`src/hw/lzw_pkg.sv`:
```
// Shared widths, constants and control structs of the LZW control unit, imported by every RTL file
`default_nettype none

package lzw_pkg;

  localparam int IO_ADDR_W = 12;                    // IO and output RAM address width
  localparam int CODE_W = 13;                       // Dictionary code width

  localparam logic [CODE_W-1:0] FIRST_CODE = 13'd256; // First code after the 256 literals

  typedef struct packed {
    logic gen_hash;                                 // Start a hash
    logic recal_hash;                               // Rehash after collision
    logic shift_char;                               // Char reg into string reg
    logic mux_code_val;                             // Code value into string reg
  } hash_cmd_t;

  typedef struct packed {
    logic not_in_mem;                               // Entry free, new code needed
    logic in_code_mem;                              // String found in code memory
    logic match;                                    // Dictionary match
    logic collis;                                   // Hash collision
  } hash_rsp_t;

  typedef struct packed {
    logic write_data;                               // Load code into output reg
    logic read_data;                                // Pop a byte from output reg
    logic write_sp;                                 // Load special end code
  } oreg_cmd_t;

  // Port A enables of the code value, append char and prefix code RAMs
  typedef struct packed {
    logic ena_cvram;                                // CV RAM port A enable
    logic wea_cvram;                                // CV RAM port A write
    logic wea_acram;                                // Append char RAM write
    logic wea_pcram;                                // Prefix code RAM write
  } dict_en_t;

  typedef struct packed {
    dict_en_t en;                                   // From the sequencer
    logic [CODE_W-1:0] wr_cvdataa;                  // Next free code
  } dict_wr_t;

  typedef struct packed {
    logic en;                                       // Port B enable
    logic we;                                       // Port B write enable
  } ram_ctl_t;

endpackage

`default_nettype wire

```
`src/hw/lzw_seq_fsm.sv`:
```
// One-hot sequencer of the LZW control unit: CV RAM sweep, compression loop, output drain and flush
`timescale 1ns/1ps
`default_nettype none

module lzw_seq_fsm
  import lzw_pkg::*;
(
  input  wire logic      clk,
  input  wire logic      rst_n,
  input  wire logic      init_cr,        // Start CV RAM sweep
  input  wire logic      init_lzw,       // Start compression
  input  wire hash_rsp_t hash_rsp,       // Hash unit result
  input  wire logic      valid_dcnt,     // More bytes left in output reg
  input  wire logic      tc_outreg,      // Output reg empty
  input  wire logic      io_end,         // Last character reached
  input  wire logic      cv_end,         // Sweep address all ones
  output hash_cmd_t      hash_cmd,
  output oreg_cmd_t      oreg_cmd,
  output dict_en_t       dict_ctl,
  output ram_ctl_t       io_ram,
  output ram_ctl_t       out_ram,
  output ram_ctl_t       cv_ram,
  output logic           inc_io,         // IO address +1
  output logic           inc_out,        // Output address +1
  output logic           inc_cv,         // Sweep address +1, delayed downstream
  output logic           clr_cv,         // Sweep address clear
  output logic           inc_code,       // Next code +1
  output logic           run_done,       // Early done, reloads next code
  output logic           done_cr,
  output logic           lzw_done
);

  localparam int S_IDLE    = 0;          // Wait for init_cr
  localparam int S_INIT_CR = 1;          // CV RAM sweep
  localparam int S_WT_LZW  = 2;          // Wait for init_lzw
  localparam int S_WT_D1   = 3;          // First char arrives
  localparam int S_RD_CHR  = 4;          // Read next char
  localparam int S_WT_D2   = 5;          // Next char arrives
  localparam int S_GEN     = 6;          // Hash running
  localparam int S_WT_HASH = 7;
  localparam int S_WT_RH   = 8;          // Wait after recalculate
  localparam int S_WR_OREG = 9;
  localparam int S_RD_OREG = 10;
  localparam int S_RD_MORE = 11;         // Multi-byte drain
  localparam int S_CHK_CNT = 12;         // End-of-input check
  localparam int S_SP_CHR  = 13;
  localparam int S_FLUSH   = 14;
  localparam int S_DONE    = 15;

  logic [15:0] state;
  logic [15:0] nxt;
  logic        done_cr_st;
  logic        recal_st;
  logic        recal_q;
  logic        sp_written;               // Special end code already sent

  always_ff @(posedge clk or negedge rst_n)
  begin
    if (!rst_n)
      state <= 16'd1 << S_IDLE;
    else
      state <= nxt;
  end

  always_comb
  begin
    nxt = '0;
    hash_cmd = '0;
    oreg_cmd = '0;
    dict_ctl = '0;
    dict_ctl.ena_cvram = 1'b1;           // Port A on except in the sweep
    io_ram = '0;
    out_ram = '0;
    cv_ram = '0;
    inc_io = 1'b0;
    inc_out = 1'b0;
    inc_cv = 1'b0;
    clr_cv = 1'b0;
    inc_code = 1'b0;
    run_done = 1'b0;
    done_cr_st = 1'b0;
    recal_st = 1'b0;
    unique case (1'b1)
      state[S_IDLE]:
      begin
        if (init_cr)
        begin
          cv_ram = '{en: 1'b1, we: 1'b1}; // First sweep write
          inc_cv = 1'b1;
          dict_ctl.ena_cvram = 1'b0;
          nxt[S_INIT_CR] = 1'b1;
        end
        else
          nxt[S_IDLE] = 1'b1;
      end
      state[S_INIT_CR]:
      begin
        if (cv_end)
        begin
          done_cr_st = 1'b1;
          clr_cv = 1'b1;
          nxt[S_WT_LZW] = 1'b1;
        end
        else
        begin
          cv_ram = '{en: 1'b1, we: 1'b1};
          inc_cv = 1'b1;
          dict_ctl.ena_cvram = 1'b0;
          nxt[S_INIT_CR] = 1'b1;
        end
      end
      state[S_WT_LZW]:
      begin
        io_ram.en = init_lzw;            // Fetch first char
        nxt[init_lzw ? S_WT_D1 : S_WT_LZW] = 1'b1;
      end
      state[S_WT_D1]:
      begin
        inc_io = 1'b1;
        hash_cmd.shift_char = 1'b1;
        nxt[S_RD_CHR] = 1'b1;
      end
      state[S_RD_CHR]:
      begin
        io_ram.en = 1'b1;
        nxt[S_WT_D2] = 1'b1;
      end
      state[S_WT_D2]:
      begin
        hash_cmd.gen_hash = 1'b1;
        nxt[S_GEN] = 1'b1;
      end
      state[S_GEN]:
        nxt[S_WT_HASH] = 1'b1;           // Hash lookup in CV RAM
      state[S_WT_HASH], state[S_WT_RH]:
      begin
        if (hash_rsp.not_in_mem)
        begin
          dict_ctl = '{ena_cvram: 1'b1, wea_cvram: 1'b1, wea_acram: 1'b1, wea_pcram: 1'b1};
          inc_code = 1'b1;               // Code written, take next
          nxt[S_WR_OREG] = 1'b1;
        end
        else if (hash_rsp.match)
        begin
          hash_cmd.mux_code_val = 1'b1;
          hash_cmd.shift_char = 1'b1;
          nxt[state[S_WT_HASH] ? S_CHK_CNT : S_RD_CHR] = 1'b1;
        end
        else if (hash_rsp.in_code_mem)
        begin
          hash_cmd.mux_code_val = state[S_WT_HASH]; // Only in first wait
          nxt[S_WR_OREG] = 1'b1;
        end
        else if (hash_rsp.collis)
        begin
          recal_st = 1'b1;
          nxt[state[S_WT_HASH] ? S_WT_RH : S_WT_HASH] = 1'b1; // Ping-pong waits
        end
        else
          nxt = state;                   // Hold current wait
      end
      state[S_WR_OREG]:
      begin
        hash_cmd.mux_code_val = hash_rsp.in_code_mem;
        hash_cmd.shift_char = 1'b1;
        oreg_cmd.write_data = 1'b1;
        nxt[S_RD_OREG] = 1'b1;
      end
      state[S_RD_OREG], state[S_RD_MORE]:
      begin
        if (state[S_RD_OREG] || valid_dcnt)
        begin
          oreg_cmd.read_data = 1'b1;
          out_ram = '{en: 1'b1, we: 1'b1};
          inc_out = 1'b1;
          nxt[S_RD_MORE] = 1'b1;
        end
        else
          nxt[S_CHK_CNT] = 1'b1;
      end
      state[S_CHK_CNT]:
      begin
        if (sp_written)
          nxt[S_FLUSH] = 1'b1;
        else if (io_end)
        begin
          oreg_cmd.write_sp = 1'b1;
          inc_out = hash_rsp.match;      // Skip over pending match byte
          nxt[S_SP_CHR] = 1'b1;
        end
        else
        begin
          inc_io = 1'b1;
          nxt[S_RD_CHR] = 1'b1;
        end
      end
      state[S_SP_CHR]:
        nxt[S_RD_OREG] = 1'b1;           // Drain the special code
      state[S_FLUSH]:
      begin
        if (!tc_outreg)
        begin
          oreg_cmd.read_data = 1'b1;     // Last partial byte
          out_ram = '{en: 1'b1, we: 1'b1};
        end
        nxt[S_DONE] = 1'b1;
      end
      state[S_DONE]:
      begin
        run_done = 1'b1;
        nxt[S_IDLE] = 1'b1;
      end
      default:
        nxt[S_IDLE] = 1'b1;              // Illegal encoding recovery
    endcase
    hash_cmd.recal_hash = recal_q;
  end

  always_ff @(posedge clk or negedge rst_n)
  begin
    if (!rst_n)
    begin
      done_cr <= 1'b0;
      lzw_done <= 1'b0;
      recal_q <= 1'b0;
    end
    else
    begin
      done_cr <= done_cr_st;
      lzw_done <= run_done;
      recal_q <= recal_st;
    end
  end

  always_ff @(posedge clk or negedge rst_n)
  begin
    if (!rst_n)
      sp_written <= 1'b0;
    else if (run_done)
      sp_written <= 1'b0;                // Ready for next run
    else if (oreg_cmd.write_sp)
      sp_written <= 1'b1;
  end

endmodule

`default_nettype wire

```
`src/hw/lzw_io_addr.sv`:
```
// IO RAM read address and output RAM write address counters, with end-of-input detection
`timescale 1ns/1ps
`default_nettype none

module lzw_io_addr
  import lzw_pkg::*;
(
  input  wire logic                 clk,
  input  wire logic                 rst_n,
  input  wire logic [IO_ADDR_W-1:0] char_cnt,  // Characters received
  input  wire logic                 inc_io,
  input  wire logic                 inc_out,
  output logic      [IO_ADDR_W-1:0] io_addr,
  output logic      [IO_ADDR_W-1:0] out_addr,  // Also the output byte count
  output logic                      io_end
);

  // Read pointer into the received characters
  always_ff @(posedge clk or negedge rst_n)
  begin
    if (!rst_n)
      io_addr <= '0;
    else if (inc_io)
      io_addr <= io_addr + 1'b1;
  end

  // Write pointer into the compressed output
  always_ff @(posedge clk or negedge rst_n)
  begin
    if (!rst_n)
      out_addr <= '0;
    else if (inc_out)
      out_addr <= out_addr + 1'b1;
  end

  assign io_end = (io_addr == char_cnt);       // Whole input consumed

endmodule

`default_nettype wire

```
`src/hw/lzw_code_ctr.sv`:
```
// Code value RAM sweep address counter and next free dictionary code counter
`timescale 1ns/1ps
`default_nettype none

module lzw_code_ctr
  import lzw_pkg::*;
#(
  parameter int CV_ADDR_W = 11                 // Code value RAM address width
)
(
  input  wire logic                 clk,
  input  wire logic                 rst_n,
  input  wire logic                 inc_cv,    // Sweep step request
  input  wire logic                 clr_cv,    // End of sweep
  input  wire logic                 inc_code,  // Dictionary entry written
  input  wire logic                 run_done,  // Run finished
  output logic      [CV_ADDR_W-1:0] cv_addr,
  output logic                      cv_end,
  output logic      [CODE_W-1:0]    next_code
);

  logic inc_cv_d;                              // Step lags the write by a cycle

  always_ff @(posedge clk or negedge rst_n)
  begin
    if (!rst_n)
      inc_cv_d <= 1'b0;
    else
      inc_cv_d <= inc_cv;
  end

  // Sweep address, clear wins over step
  always_ff @(posedge clk or negedge rst_n)
  begin
    if (!rst_n)
      cv_addr <= '0;
    else if (clr_cv)
      cv_addr <= '0;
    else if (inc_cv_d)
      cv_addr <= cv_addr + 1'b1;
  end

  assign cv_end = &cv_addr;                    // Last RAM word reached

  // Next free code, restarts after the literals each run
  always_ff @(posedge clk or negedge rst_n)
  begin
    if (!rst_n)
      next_code <= FIRST_CODE;
    else if (run_done)
      next_code <= FIRST_CODE;
    else if (inc_code)
      next_code <= next_code + 1'b1;
  end

endmodule

`default_nettype wire

```
`src/hw/lzw_ctrl.sv`:
```
// Top of the LZW control unit, joining the sequencer and counters to the RAM, hash and outreg ports
`timescale 1ns/1ps
`default_nettype none

module lzw_ctrl
  import lzw_pkg::*;
#(
  parameter int CV_ADDR_W = 11                 // Code value RAM depth as log2
)
(
  input  wire logic                 clk,
  input  wire logic                 rst_n,
  input  wire logic                 init_cr,   // Start CV RAM init
  input  wire logic                 init_lzw,  // Start compression
  input  wire logic [IO_ADDR_W-1:0] char_cnt,
  input  wire hash_rsp_t            hash_rsp,
  input  wire logic                 valid_dcnt,
  input  wire logic                 tc_outreg,
  output logic                      done_cr,
  output logic                      lzw_done,
  output hash_cmd_t                 hash_cmd,
  output oreg_cmd_t                 oreg_cmd,
  output ram_ctl_t                  io_ram,
  output logic      [IO_ADDR_W-1:0] io_addr,
  output ram_ctl_t                  out_ram,
  output logic      [IO_ADDR_W-1:0] out_addr,
  output ram_ctl_t                  cv_ram,
  output logic      [CV_ADDR_W-1:0] cv_addr,
  output dict_wr_t                  dict_wr
);

  dict_en_t          dict_ctl;
  logic              inc_io;
  logic              inc_out;
  logic              inc_cv;
  logic              clr_cv;
  logic              inc_code;
  logic              run_done;
  logic              io_end;
  logic              cv_end;
  logic [CODE_W-1:0] next_code;

  lzw_seq_fsm u_seq (
    .clk, .rst_n, .init_cr, .init_lzw, .hash_rsp, .valid_dcnt, .tc_outreg,
    .io_end, .cv_end, .hash_cmd, .oreg_cmd, .dict_ctl, .io_ram, .out_ram, .cv_ram,
    .inc_io, .inc_out, .inc_cv, .clr_cv, .inc_code, .run_done, .done_cr, .lzw_done
  );

  lzw_io_addr u_io_addr (
    .clk, .rst_n, .char_cnt, .inc_io, .inc_out, .io_addr, .out_addr, .io_end
  );

  lzw_code_ctr #(
    .CV_ADDR_W (CV_ADDR_W)
  ) u_code_ctr (
    .clk, .rst_n, .inc_cv, .clr_cv, .inc_code, .run_done, .cv_addr, .cv_end, .next_code
  );

  assign dict_wr = '{en: dict_ctl, wr_cvdataa: next_code}; // New entry carries next code

endmodule

`default_nettype wire

```
`config.mk`:
```
export PLATFORM = sky130hd
export DESIGN_NAME = lzw_ctrl
export DESIGN_NICKNAME = d
export VERILOG_FILES = /design/src/hw/lzw_pkg.sv /design/src/hw/lzw_seq_fsm.sv /design/src/hw/lzw_io_addr.sv /design/src/hw/lzw_code_ctr.sv /design/src/hw/lzw_ctrl.sv
export SDC_FILE = /design/constraint.sdc
export NUM_CORES = 1
export LEC_CHECK = 0
export BUFFER_PORTS_ARGS = -buffer_cell sky130_fd_sc_hd__buf_2
export CORE_MARGIN = 8
export CORE_UTILIZATION = 35
export CTS_CLUSTER_DIAMETER = 150
export CTS_CLUSTER_SIZE = 28
export DETAILED_ROUTE_END_ITERATION = 10
export PLACE_DENSITY = 0.53
export SLEW_MARGIN = 0
export SYNTH_ARGS = -nofsm -noshare
export SYNTH_HDL_FRONTEND = slang
export SYNTH_SLANG_ARGS = --single-unit
```
`constraint.sdc`:
```
create_clock -name clk -period 3.3 [get_ports clk]
set_input_delay 0.33 -clock clk [delete_from_list [all_inputs] [get_ports clk]]
set_output_delay 0.33 -clock clk [all_outputs]
set_load 0.01 [all_outputs]
```
* Word level (Yosys, flattened, before mapping) *
Index checks and enable logic that the tools add are counted.

cells by class
  mux-type cells = 82
  reductions and logical operators = 13
  equality and inequality tests = 2
  add/sub/neg operators = 4
  $lt $le $gt $ge = 6

operators with widths
  cell                     count
  $ge A32 B1 Y1 const B    3
  $lt A32 B6 Y1 const B    3
  $mux W1                  37
  $mux W16                 2
  $mux W13                 2
  $add A12 B1 Y12 const B  2
  $mux W11                 2
  $pmux W1 S3              7
  $mux W9                  2
  $pmux W1 S2              8
  $add A13 B1 Y13 const B  1
  $demux W1 S4             3
  $eq A12 B12 Y1           1
  $mux W6                  2
  $pmux W1 S4              3
  $pmux W2 S2              3
  $pmux W2 S3              2
  $add A11 B1 Y11 const B  1
  $reduce_and A11 Y1       1
  $reduce_or A11 Y1        1
  $mux W2                  5
  $mux W4                  2
  $reduce_or A2 Y1         4
  $mux W3                  2
  other kinds (4)          8

word-level totals
  output and inout port bits = 67
  input bits = 22
  flip-flop bits (word level) = 69
  logic and storage cells = 117

* Longest topological paths before layout *
Gate-level depths: netlist (run 1).

  word-level depth = 10
  depth in mapped cells = 7
  depth with buffers taken out = 5

* Cells and area by module *
Synthesis (run 1) repeated with hierarchy kept, for this count alone.

second synthesis, totals
  cell total of the unflattened synthesis = 335
  area total of the unflattened synthesis = 3578.4 um^2

modules (own cells, without submodules)
  module        sequential area each (um^2)  area an instance (um^2)  times used  cells each
  lzw_code_ctr  626.9                        1281.2                   1           128
  lzw_io_addr   600.6                        1199.9                   1           102
  lzw_seq_fsm   501.7                        1097.3                   1           105

* Least setup slack after synthesis (run 1) *
OpenSTA, ideal clock, no wires.

  kind = register to register
  from = register u_io_addr.io_addr[4]
  to = register u_io_addr.out_addr[7]
  data required time = 3.220 ns
  path slack = 1.264 ns
  arrival = 1.956 ns
  cell stages (with the launch flop) = 7
  setup time = 0.080 ns
  path buffers = 1
  clock period less this slack = 2.036 ns
  path through = dfrtp_1 > xnor2_1 > nand4_1 > or4_4 > buf_6 > a2111oi_4 > xnor2_1

between the ends
  cells in the longest elaborated chain, start to end = 4

ends and longest elaborated chain
  element                 line                source
  from (decl)             lzw_io_addr.sv:13   output logic [IO_ADDR_W-1:0] io_addr,
  from (signal assigned)  lzw_io_addr.sv:24   io_addr <= io_addr + 1'b1;
  $eq A12 B12 Y1          lzw_io_addr.sv:36   assign io_end = (io_addr == char_cnt);
  $mux W1                 lzw_seq_fsm.sv:185  else if (io_end)
  $mux W1                 lzw_seq_fsm.sv:183  if (sp_written)
  $pmux W1 S2             lzw_seq_fsm.sv:83   unique case (1'b1)
  to (signal assigned)    lzw_io_addr.sv:33   out_addr <= out_addr + 1'b1;
  to (decl)               lzw_io_addr.sv:14   output logic [IO_ADDR_W-1:0] out_addr,

No other way between the ends.
A chain may end at the register's enable or synchronous reset.

* Final worst setup path (run 1) *
  from = register u_io_addr.io_addr[2]
  to = register u_io_addr.io_addr[1]

between the ends
  cells in the longest elaborated chain, start to end = 4

ends and longest elaborated chain
  element         line
  $eq A12 B12 Y1  lzw_io_addr.sv:36
  $mux W1         lzw_seq_fsm.sv:185
  $mux W1         lzw_seq_fsm.sv:183
  $pmux W1 S2     lzw_seq_fsm.sv:83

No other way between the ends.

==> flow_summary.yaml, run 1 <==
clock_network:
  cts_buffers: 9
  htreeDepth: 3
  cts_tree: "built"
  cts_root_buf: "clkbuf_8"
  ctsHoldBuffers: 0
  clk_latency_ns: 0.33
  cts_sinks: 69
  path_clk_slew_ns: 0.08
  post_cts_buffers: 0
  postCtsResizedCells: 0
  clk_path_buf_depth: 2
worst_setup_path:
  crit_chain: "xnor2_1 > nand4_1 > o41ai_2 > buf_4 > mux2_2"
  slowest_delay_ns: 0.71
  cp_top_family: "compound AO/OA/AOI/OAI gates"
  r2r-end: "u_io_addr.io_addr[1]"
  r2r_slack_ns: 1.02
  cp.depth: 5
  crit_start: "u_io_addr.io_addr[2]"
  path_max_fanout: 8
  arrival_ns: 2.49
  worst-path-buf-inv: 1
  cp-start-kind: "register"
  cp.required_ns: 3.51
  r2r_start: "u_io_addr.io_addr[2]"
  rr_worst_depth: 5
  end_kind: "register"
  crit_slowest_cell: "o41ai_2"
  setup.worst_path.class: "reg2reg"
synthesis:
  ys_seq_elements: 69
  yosysSeqAreaShare_pct: 49.9
  synth_top_area_cell: "dfrtp_1"
  synth-edff-count: 0
  synthesis.area_sq_mm: 0.00347
  synth_top_cell_area_share_pct: 48.3
  netlist_top_cells_area: "dfrtp_1, xor2_1, xnor2_1, nor2_1, nand2_1"
  postSynthAreaPerCell_sq_um: 9.94
  ys_warn_count: 0
  ys.flop_type: "dfrtp_1"
  synth_common_cells: "dfrtp_1, nor2_1, nand2_1"
  synth_most_common_cell: "dfrtp_1"
  synth.distinct_cells: 46
  syn_nets: 375
  ys_async_sr_fraction_pct: 100
  netlist_instances: 349
sta:
  hold_viol: 1
  timing.setup.tns_ns: 0
  rsz0062_at_grt: "no"
  setup_violations: 0
  min_period_ns: 2.28
  period_share_pct: 69.1
  fmax_ghz: 0.438
  slew_violations: 0
  max-slew-margin-rel_pct: 47.1
  tightest_slew_ns: 0.791
  finClkSkew_ns: 0.0104
  holdWs_ns: -0.0000641
routing:
  drt-pass1-iter-count: 6
  routed_wl_mm: 8.41
  ant_nets: 0
  dr_total_vias: 2720
  drc_errors: 0
  wire_per_inst_um: 14.9
  drtIter0Drc: 68
  via_per_inst: 4.83
run_status:
  status: "finished with violations"
  violations: "hold timing"
floorplanning:
  rows: 36
  start_util_pct: 35.8
  core_sq_mm: 0.00968
  die_area_sq_mm: 0.0134
  die_h_um: 116
  pin_count: 89
  fp.dieW_um: 116
global_routing:
  grt_max_degree: 28
  grt_pass1_vias: 2777
  track_usage_pct: 13.0
  overflow: 0
  grt_antenna_before_repair: 0
  grt_first_pass_wirelength_mm: 13.8
layout:
  nets: 452
  drive_gt1_share_pct: 27.0
  finalNonFillerCells: 563
  area_growth_pct: 19.5
  fin_util_pct: 42.8
  antennaDiodeCount: 0
job:
  cap_violations: 0
placed_design:
  io_buffers: 87
  placedCellCount: 548
  hpwl_mm: 6.21
  gp_congestion: 0.770
power:
  leakage_nw: 2.12
  ir_drop_mv: 0.270
  pwr_density_cell_mw_per_mm2: 521
worst_hold_path:
  hp-class: "in2async"
-- final cells by class --
cell class	count	area, sq um
Fill cell	996	5540
Sequential cell	69	1730
Multi-Input combinational cell	244	1560
Timing Repair Buffer	92	473
Tap cell	133	166
Clock buffer	10	128
Clock inverter	5	52.6
Inverter	10	37.5
-- state kept, by name, summed over array words and instances, names as in the netlist, 11 cells and up --
name and count:
u_code_ctr.next_code 13, u_code_ctr.cv_addr 11, u_seq.state 16, u_io_addr.out_addr 12, u_io_addr.io_addr 12
-- per-layer routing --
metal  GRT usage [%]  vias to the layer above  routed length, um
li1                -                     1332                  -
met1            16.6                     1325               3880
met2            20.0                       57               3940
met3            3.39                        6                482
met4            6.13                        0                110
met5               0                        -                  0
-- power breakdown --
group,switching [mW],internal (mW),total [mW]
Sequential,0.118,0.944,1.06
Combinational,0.247,0.196,0.442
Clock,0.315,0.341,0.656
Total,0.679,1.48,2.16
-- through the flow --
stage	power, mW	worst slack [ns]	hold slack [ns]	cell area, sq um
floorplan	1.32	1.26	0.0344	3470
global placement	1.52	1.08	0.380	3960
detailed placement	1.53	1.03	0.391	3960
CTS	2.20	1.01	0.0125	4140
global route	2.30	0.900	0.0376	4140
finish	2.16	1.02	-0.0000641	4140
-- worst register-to-register path: stages (launching register included) --
cell     delay [ns]
dfrtp_1        0.46
xnor2_1        0.24
nand4_1        0.14
o41ai_2        0.71
buf_4          0.27
mux2_2         0.34
-- cell families (layout without fill, tap and decap cells) --
family / Yosys count / in the layout / synth area share [%]
simple gates: 134 / 134 / 18.9
buf+inv: 36 / 117 / 5.45
flops: 69 / 69 / 49.9
compound gates: 47 / 47 / 9.34
other cells: 1 / 1 / 0.108
fa+ha+maj: 4 / 4 / 1.44
mux: 5 / 5 / 1.52
xor+xnor: 53 / 53 / 13.4
-- worst max path at each step --
stage / end / slack [ns]
2_1_floorplan: u_io_addr.out_addr[7] / 1.26
3_3_place_gp: u_io_addr.out_addr[11] / 1.08
3_5_place_dp: u_io_addr.io_addr[1] / 1.03
4_1_cts: u_io_addr.io_addr[1] / 1.01
5_1_grt: u_io_addr.io_addr[1] / 0.90
6_report: u_io_addr.io_addr[1] / 1.02
-- placed cells by master (no fill, tap or decap), types with 5 or more instances in the layout --
| master | n |
|---|---|
| a21oi_1 | 14 |
| nor3_1 | 6 |
| or3_1 | 5 |
| nand3_1 | 11 |
| xnor2_1 | 21 |
| dfrtp_1 | 67 |
| xor2_1 | 32 |
| buf_4 | 5 |
| clkbuf_8 | 9 |
| buf_2 | 87 |
| nand2_1 | 36 |
| o21ai_0 | 13 |
| a211oi_1 | 5 |
| nand4_1 | 15 |
| nor2_1 | 37 |
| inv_1 | 10 |
(Power assumes the default switching activity.)
==> run 2, diff against run 1 <==
clock period = 2.3 ns   (was 3.3 ns; I/O delays follow)
==> run 2 against run 1 <==
The run now ends clean. Core utilization increased by 1.6 points. Power increased by 57%. Count of clock-buffer cells in the layout increased by 2. Final cell count increased by 1.1%. Via count increased by 0.51%. First-iteration DRC count increased by 85%. Sequential share of layout area decreased by 1.5 points. Critical path depth unchanged. Sequential power increased by 44%. Non-clock buffer count increased by 5. Worst setup slack got worse by 0.86 ns. Global-route usage increased by 0.33 points.
==> flow_summary.yaml, run 2 (synthesis gave the netlist of run 1 again) <==
power:
  p_int_mw: 2.39
  pwr_density_cell_mw_per_mm2: 788
  pwr-share-comb_pct: 18.9
  leakage_nw: 2.20
  p_sw_uw: 992
  swShare_pct: 29.3
  p_clk_share_pct: 36.0
  ir_drop_mv: 0.533
  p_seq_share_pct: 45.0
  power.total_mw: 3.39
clock_network:
  cts_root_buf: "clkbuf_8"
  cts_sinks: 69
  clk_latency_ns: 0.35
  post_cts_buffers: 0
  path_clk_slew_ns: 0.08
  clk_path_buf_depth: 2
  htreeDepth: 3
  cts_buffers: 9
  cts_tree: "built"
layout:
  layout_common_cells: "buf_2, dfrtp_1, nor2_1, nand2_1, xor2_1"
  final_common_cell: "buf_2"
  area_growth_pct: 24.0
  nets: 457
  drive_gt1_share_pct: 28.4
  top_register: "u_seq.state"
  top_regs: "u_seq.state: 16 flops, u_code_ctr.next_code: 13 flops"
  antennaDiodeCount: 0
  largest_reg_flops: 16
global_routing:
  grt_antenna_before_repair: 0
  grt_pass1_vias: 2731
  grt_max_degree: 48
  grt_first_pass_wirelength_mm: 13.9
  track_usage_pct: 13.3
  overflow: 0
placed_design:
  io_buffers: 87
  hpwl_mm: 6.30
  gp_congestion: 0.779
worst_setup_path:
  crit_slowest_cell: "or4_4"
  setup.worst_path.class: "reg2reg"
  r2r_start: "u_io_addr.io_addr[5]"
  worst-path-buf-inv: 0
  cp_top_family: "simple AND/OR/NAND/NOR gates"
  slowest_delay_ns: 0.67
  r2r_slack_ns: 0.16
  path_max_fanout: 11
  crit_chain: "xnor2_2 > nand4_1 > or4_4 > a2111oi_4 > xor2_1"
  crit_start: "u_io_addr.io_addr[5]"
  cp.required_ns: 2.57
  cp-start-kind: "register"
  end_kind: "register"
  rr_worst_depth: 5
  r2r-end: "u_io_addr.out_addr[11]"
  arrival_ns: 2.42
worst_hold_path:
  whs_path_depth: 2
  min_from: "init_cr"
  hp-class: "in2reg"
  hold_end: "u_seq.state[0]"
routing:
  top_layer_used: "met4"
  drtIter0Drc: 126
  drt-pass1-iter-count: 4
  met1_length_mm: 4.00
  drc_errors: 0
  dr_total_vias: 2734
  via_per_inst: 4.80
  wl_met2_mm: 3.95
  routed_wl_mm: 8.54
  ant_nets: 0
  wire_per_inst_um: 15.0
  wl_met3_um: 494
job:
  cap_violations: 0
sta:
  fmax_ghz: 0.467
  finClkSkew_ns: 0.0109
  max-slew-margin-rel_pct: 51.6
  timing.setup.tns_ns: 0
  hold_viol: 0
  tightest_slew_ns: 0.727
  slew_violations: 0
  period_share_pct: 93.2
  rsz0062_at_grt: "no"
  setup_violations: 0
  min_period_ns: 2.14
floorplanning:
  fp.dieW_um: 116
  start_util_pct: 35.8
  die_h_um: 116
  die_area_sq_mm: 0.0134
  rows: 36
  pin_count: 89
  core_sq_mm: 0.00968
run_status:
  status: "finished, final reports clean"
run 2: cell types whose count changed in the layout (fill, tap and decap cells not counted), moves of 2 or more:
cell | before | now
xnor2_1 | 21 | 17
bufinv_16 | 1 | 3
clkinv_2 | 3 | 1
buf_4 | 5 | 8
xnor2_2 | 0 | 4
run 2: final cells by class:
cell class,instances,area (sq um)
fillers,976,5390
flip-flops and latches,69,1730
inverters,10,37.5
repair buffers,97,526
multi-input cells,244,1600
clock inverters,4,95.1
clock buffers,12,145
well taps,133,166
run 2: power groups by stage:
stage	Clock (mW)	Sequential (mW)	Combinational, mW
floorplan	0	1.58	0.316
global placement	0	1.55	0.632
detailed placement	0	1.55	0.639
CTS	1.26	1.53	0.642
global route	1.32	1.55	0.719
finish	1.22	1.53	0.641
run 2: worst max path at each step:
stage          slack, ns                      to  cells after the start
3_3_place_gp        0.22  u_io_addr.out_addr[11]                      5
3_5_place_dp        0.12  u_io_addr.out_addr[11]                      5
5_1_grt             0.03              out_ram[0]                      3
4_1_cts             0.11  u_io_addr.out_addr[11]                      5
6_report            0.16  u_io_addr.out_addr[11]                      5
2_1_floorplan       0.26   u_io_addr.out_addr[7]                      6
run 2: timing repair:
| action | CTS | global route |
|---|---|---|
| hold buffers | 1 | 0 |
| gates resized for setup | 0 | 5 |
| endpoints found under the setup margin | 0 | 1 |
| hold endpoints to repair | 22 | 0 |
run 2: routing by layer:
layer	up-vias	track usage (%)
met5	-	0
met4	0	5.17
met3	9	4.38
met2	60	19.8
met1	1319	17.5
li1	1346	-
run 2: worst reg2reg max path, cell delays in order, from the launching register on:
cell and delay [ns]:
dfrtp_1 0.45, xnor2_2 0.23, nand4_1 0.14, or4_4 0.67
a2111oi_4 0.41, xor2_1 0.18
run 2: through the flow:
| step | instances | utilization, % | worst slack (ns) | hold WS (ns) | instance area [sq um] |
|---|---|---|---|---|---|
| 2_1_floorplan | 349 | - | 0.264 | -0.0656 | 3470 |
| 3_3_place_gp | 552 | 41.4 | 0.223 | 0.268 | 4010 |
| 3_5_place_dp | 552 | 41.4 | 0.117 | 0.263 | 4010 |
| 4_1_cts | 569 | 44.0 | 0.108 | 0.0387 | 4260 |
| 5_1_grt | 569 | 44.4 | 0.0293 | 0.0364 | 4300 |
| 6_report | 569 | 44.4 | 0.157 | 0.0635 | 4300 |
==> run 3, diff against run 2 <==
CORE_MARGIN = unset   (was 8)
==> run 3 against run 2 <==
Combinational power decreased by 3%. Routed wire length shrank 8.8%. Largest cell class unchanged. Core utilization increased by 0.086 points. Global-route usage rose by 3.1 points. Final area down 2.6%. Critical path depth stayed put. Clock skew rose by 0.00089 ns. Largest power group unchanged. Worst setup slack lost 0.044 ns. Final cell count decreased by 0.88%. Power shrank 8.0%.
==> flow_summary.yaml, run 3 (synthesis gave the netlist of run 1 again) <==
placed_design:
  hpwl_mm: 5.59
  io_buffers: 87
  gp_congestion: 0.761
sta:
  max-slew-margin-rel_pct: 62.6
  tightest_slew_ns: 0.562
  setup_violations: 0
  timing.setup.tns_ns: 0
  rsz0062_at_grt: "no"
  min_period_ns: 2.19
  period_share_pct: 95.1
  fmax_ghz: 0.457
  slew_violations: 0
  finClkSkew_ns: 0.0118
  hold_viol: 0
worst_setup_path:
  worst-path-buf-inv: 0
  slowest_delay_ns: 0.66
  cp.required_ns: 2.57
  cp_top_family: "simple AND/OR/NAND/NOR gates"
  crit_chain: "xnor2_1 > nand4_1 > or4_4 > a2111oi_2 > xor2_1"
  path_max_fanout: 11
  setup.worst_path.class: "reg2reg"
  crit_slowest_cell: "or4_4"
  end_kind: "register"
  cp-start-kind: "register"
  r2r_slack_ns: 0.11
  arrival_ns: 2.46
global_routing:
  grt.met2_usage_pct: 24.8
  grt_first_pass_wirelength_mm: 13.0
  grt_max_degree: 48
  busiest_layer: "met2"
  track_usage_pct: 16.4
  overflow: 0
  grt_antenna_before_repair: 0
  grt_pass1_vias: 2689
  use_met1_pct: 22.6
  grt.met3_usage_pct: 4.07
power:
  ir_drop_mv: 0.351
  p_sw_uw: 979
  p_clk_share_pct: 31.0
  p_seq_share_pct: 49.0
  swShare_pct: 31.4
  power.total_mw: 3.12
  p_int_mw: 2.14
  pwr-share-comb_pct: 19.9
  pwr_density_cell_mw_per_mm2: 744
  leakage_nw: 2.15
clock_network:
  path_clk_slew_ns: 0.08
  cts_buffers: 9
  cts_sinks: 69
  cts_root_buf: "clkbuf_8"
  htreeDepth: 3
  clk_latency_ns: 0.34
  clk_path_buf_depth: 2
  cts_tree: "built"
  post_cts_buffers: 0
routing:
  routed_wl_mm: 7.79
  wire_per_inst_um: 13.8
  drc_errors: 0
  ant_nets: 0
  drt-pass1-iter-count: 4
  via_per_inst: 4.79
  drtIter0Drc: 72
  dr_total_vias: 2702
worst_hold_path:
  hp-class: "in2reg"
layout:
  top_register: "u_seq.state"
  nets: 456
  area_growth_pct: 20.7
  final_common_cell: "buf_2"
  antennaDiodeCount: 0
  fillers: 924
  top_regs: "u_seq.state: 16 flops, u_code_ctr.next_code: 13 flops"
  largest_reg_flops: 16
  layout_common_cells: "buf_2, dfrtp_1, nor2_1, nand2_1, xor2_1"
  drive_gt1_share_pct: 27.1
job:
  cap_violations: 0
floorplanning:
  fp.dieW_um: 102
  rows: 35
  core_sq_mm: 0.00942
  die_area_sq_mm: 0.0103
  start_util_pct: 36.8
  pin_count: 89
  die_h_um: 102
run_status:
  status: "finished, final reports clean"
==> run 3: cell types whose count changed in the layout (fill, tap and decap cells not counted), sizes merged <==
cell / before / now
clkinv: 1 / 3
buf: 96 / 95
bufinv: 3 / 1
==> run 3: worst paths after layout <==
path,startpoint,to,depth (start not counted)
setup / recovery,u_io_addr.io_addr[4],u_io_addr.out_addr[11],5
hold / removal,init_cr,u_seq.state[0],2
setup reg to reg,u_io_addr.io_addr[4],u_io_addr.out_addr[11],5
hold reg to reg,u_io_addr.out_addr[11],u_io_addr.out_addr[11],1
max in group asynchronous,rst_n,u_seq.state[0],3
min in group asynchronous,rst_n,u_code_ctr.next_code[11],2
==> run 3: area by class of cell <==
| cell class | instances | area [sq um] | area share, % |
|---|---|---|---|
| inverter | 10 | 37.5 | 0.896 |
| timing repair buffer | 96 | 518 | 12.4 |
| multi-input combinational | 244 | 1560 | 37.2 |
| clock buffer | 12 | 135 | 3.23 |
| sequential | 69 | 1730 | 41.3 |
| clock inverter | 4 | 48.8 | 1.17 |
| tap | 129 | 161 | 3.85 |
==> run 3: worst register-to-register path, cell delays in order, from the launching register on <==
cell and delay (ns):
dfrtp_1 0.44, xnor2_1 0.24, nand4_1 0.17, or4_4 0.66
a2111oi_2 0.43, xor2_1 0.18
==> run 3: metrics by stage <==
stage / utilization [%] / cell area, sq um / hold WS [ns] / cells / setup slack (ns)
final: 44.5 / 4190 / 0.0563 / 564 / 0.113
after global routing: 44.5 / 4190 / 0.0423 / 564 / 0.00247
after CTS: 44.5 / 4190 / 0.0407 / 564 / 0.0959
after detailed placement: 42.4 / 3990 / 0.266 / 547 / 0.146
after global placement: 42.4 / 3990 / 0.258 / 547 / 0.228
after floorplan: - / 3470 / -0.0656 / 349 / 0.264
==> run 3: power by group through the flow <==
stage          registers, mW  logic (mW)  clock network [mW]
2_1_floorplan           1.58       0.316                   0
3_3_place_gp            1.55       0.623                   0
3_5_place_dp            1.55       0.633                   0
4_1_cts                 1.53       0.635               0.997
5_1_grt                 1.56       0.703                1.06
6_report                1.53       0.622               0.966
==> run 3: repair_timing <==
item | in CTS | in global routing
endpoints found under the hold margin | 22 | 0
resized for setup | 0 | 0
hold buffers | 1 | 0
==> run 3: metal layers <==
layer | share of wire [%] | wire length (um) | vias to the layer above
met2 | 45 | 3520 | 59
met4 | 1.5 | 114 | 0
met3 | 4.7 | 368 | 10
met5 | 0 | 0 | -
li1 | - | - | 1348
met1 | 49 | 3790 | 1285
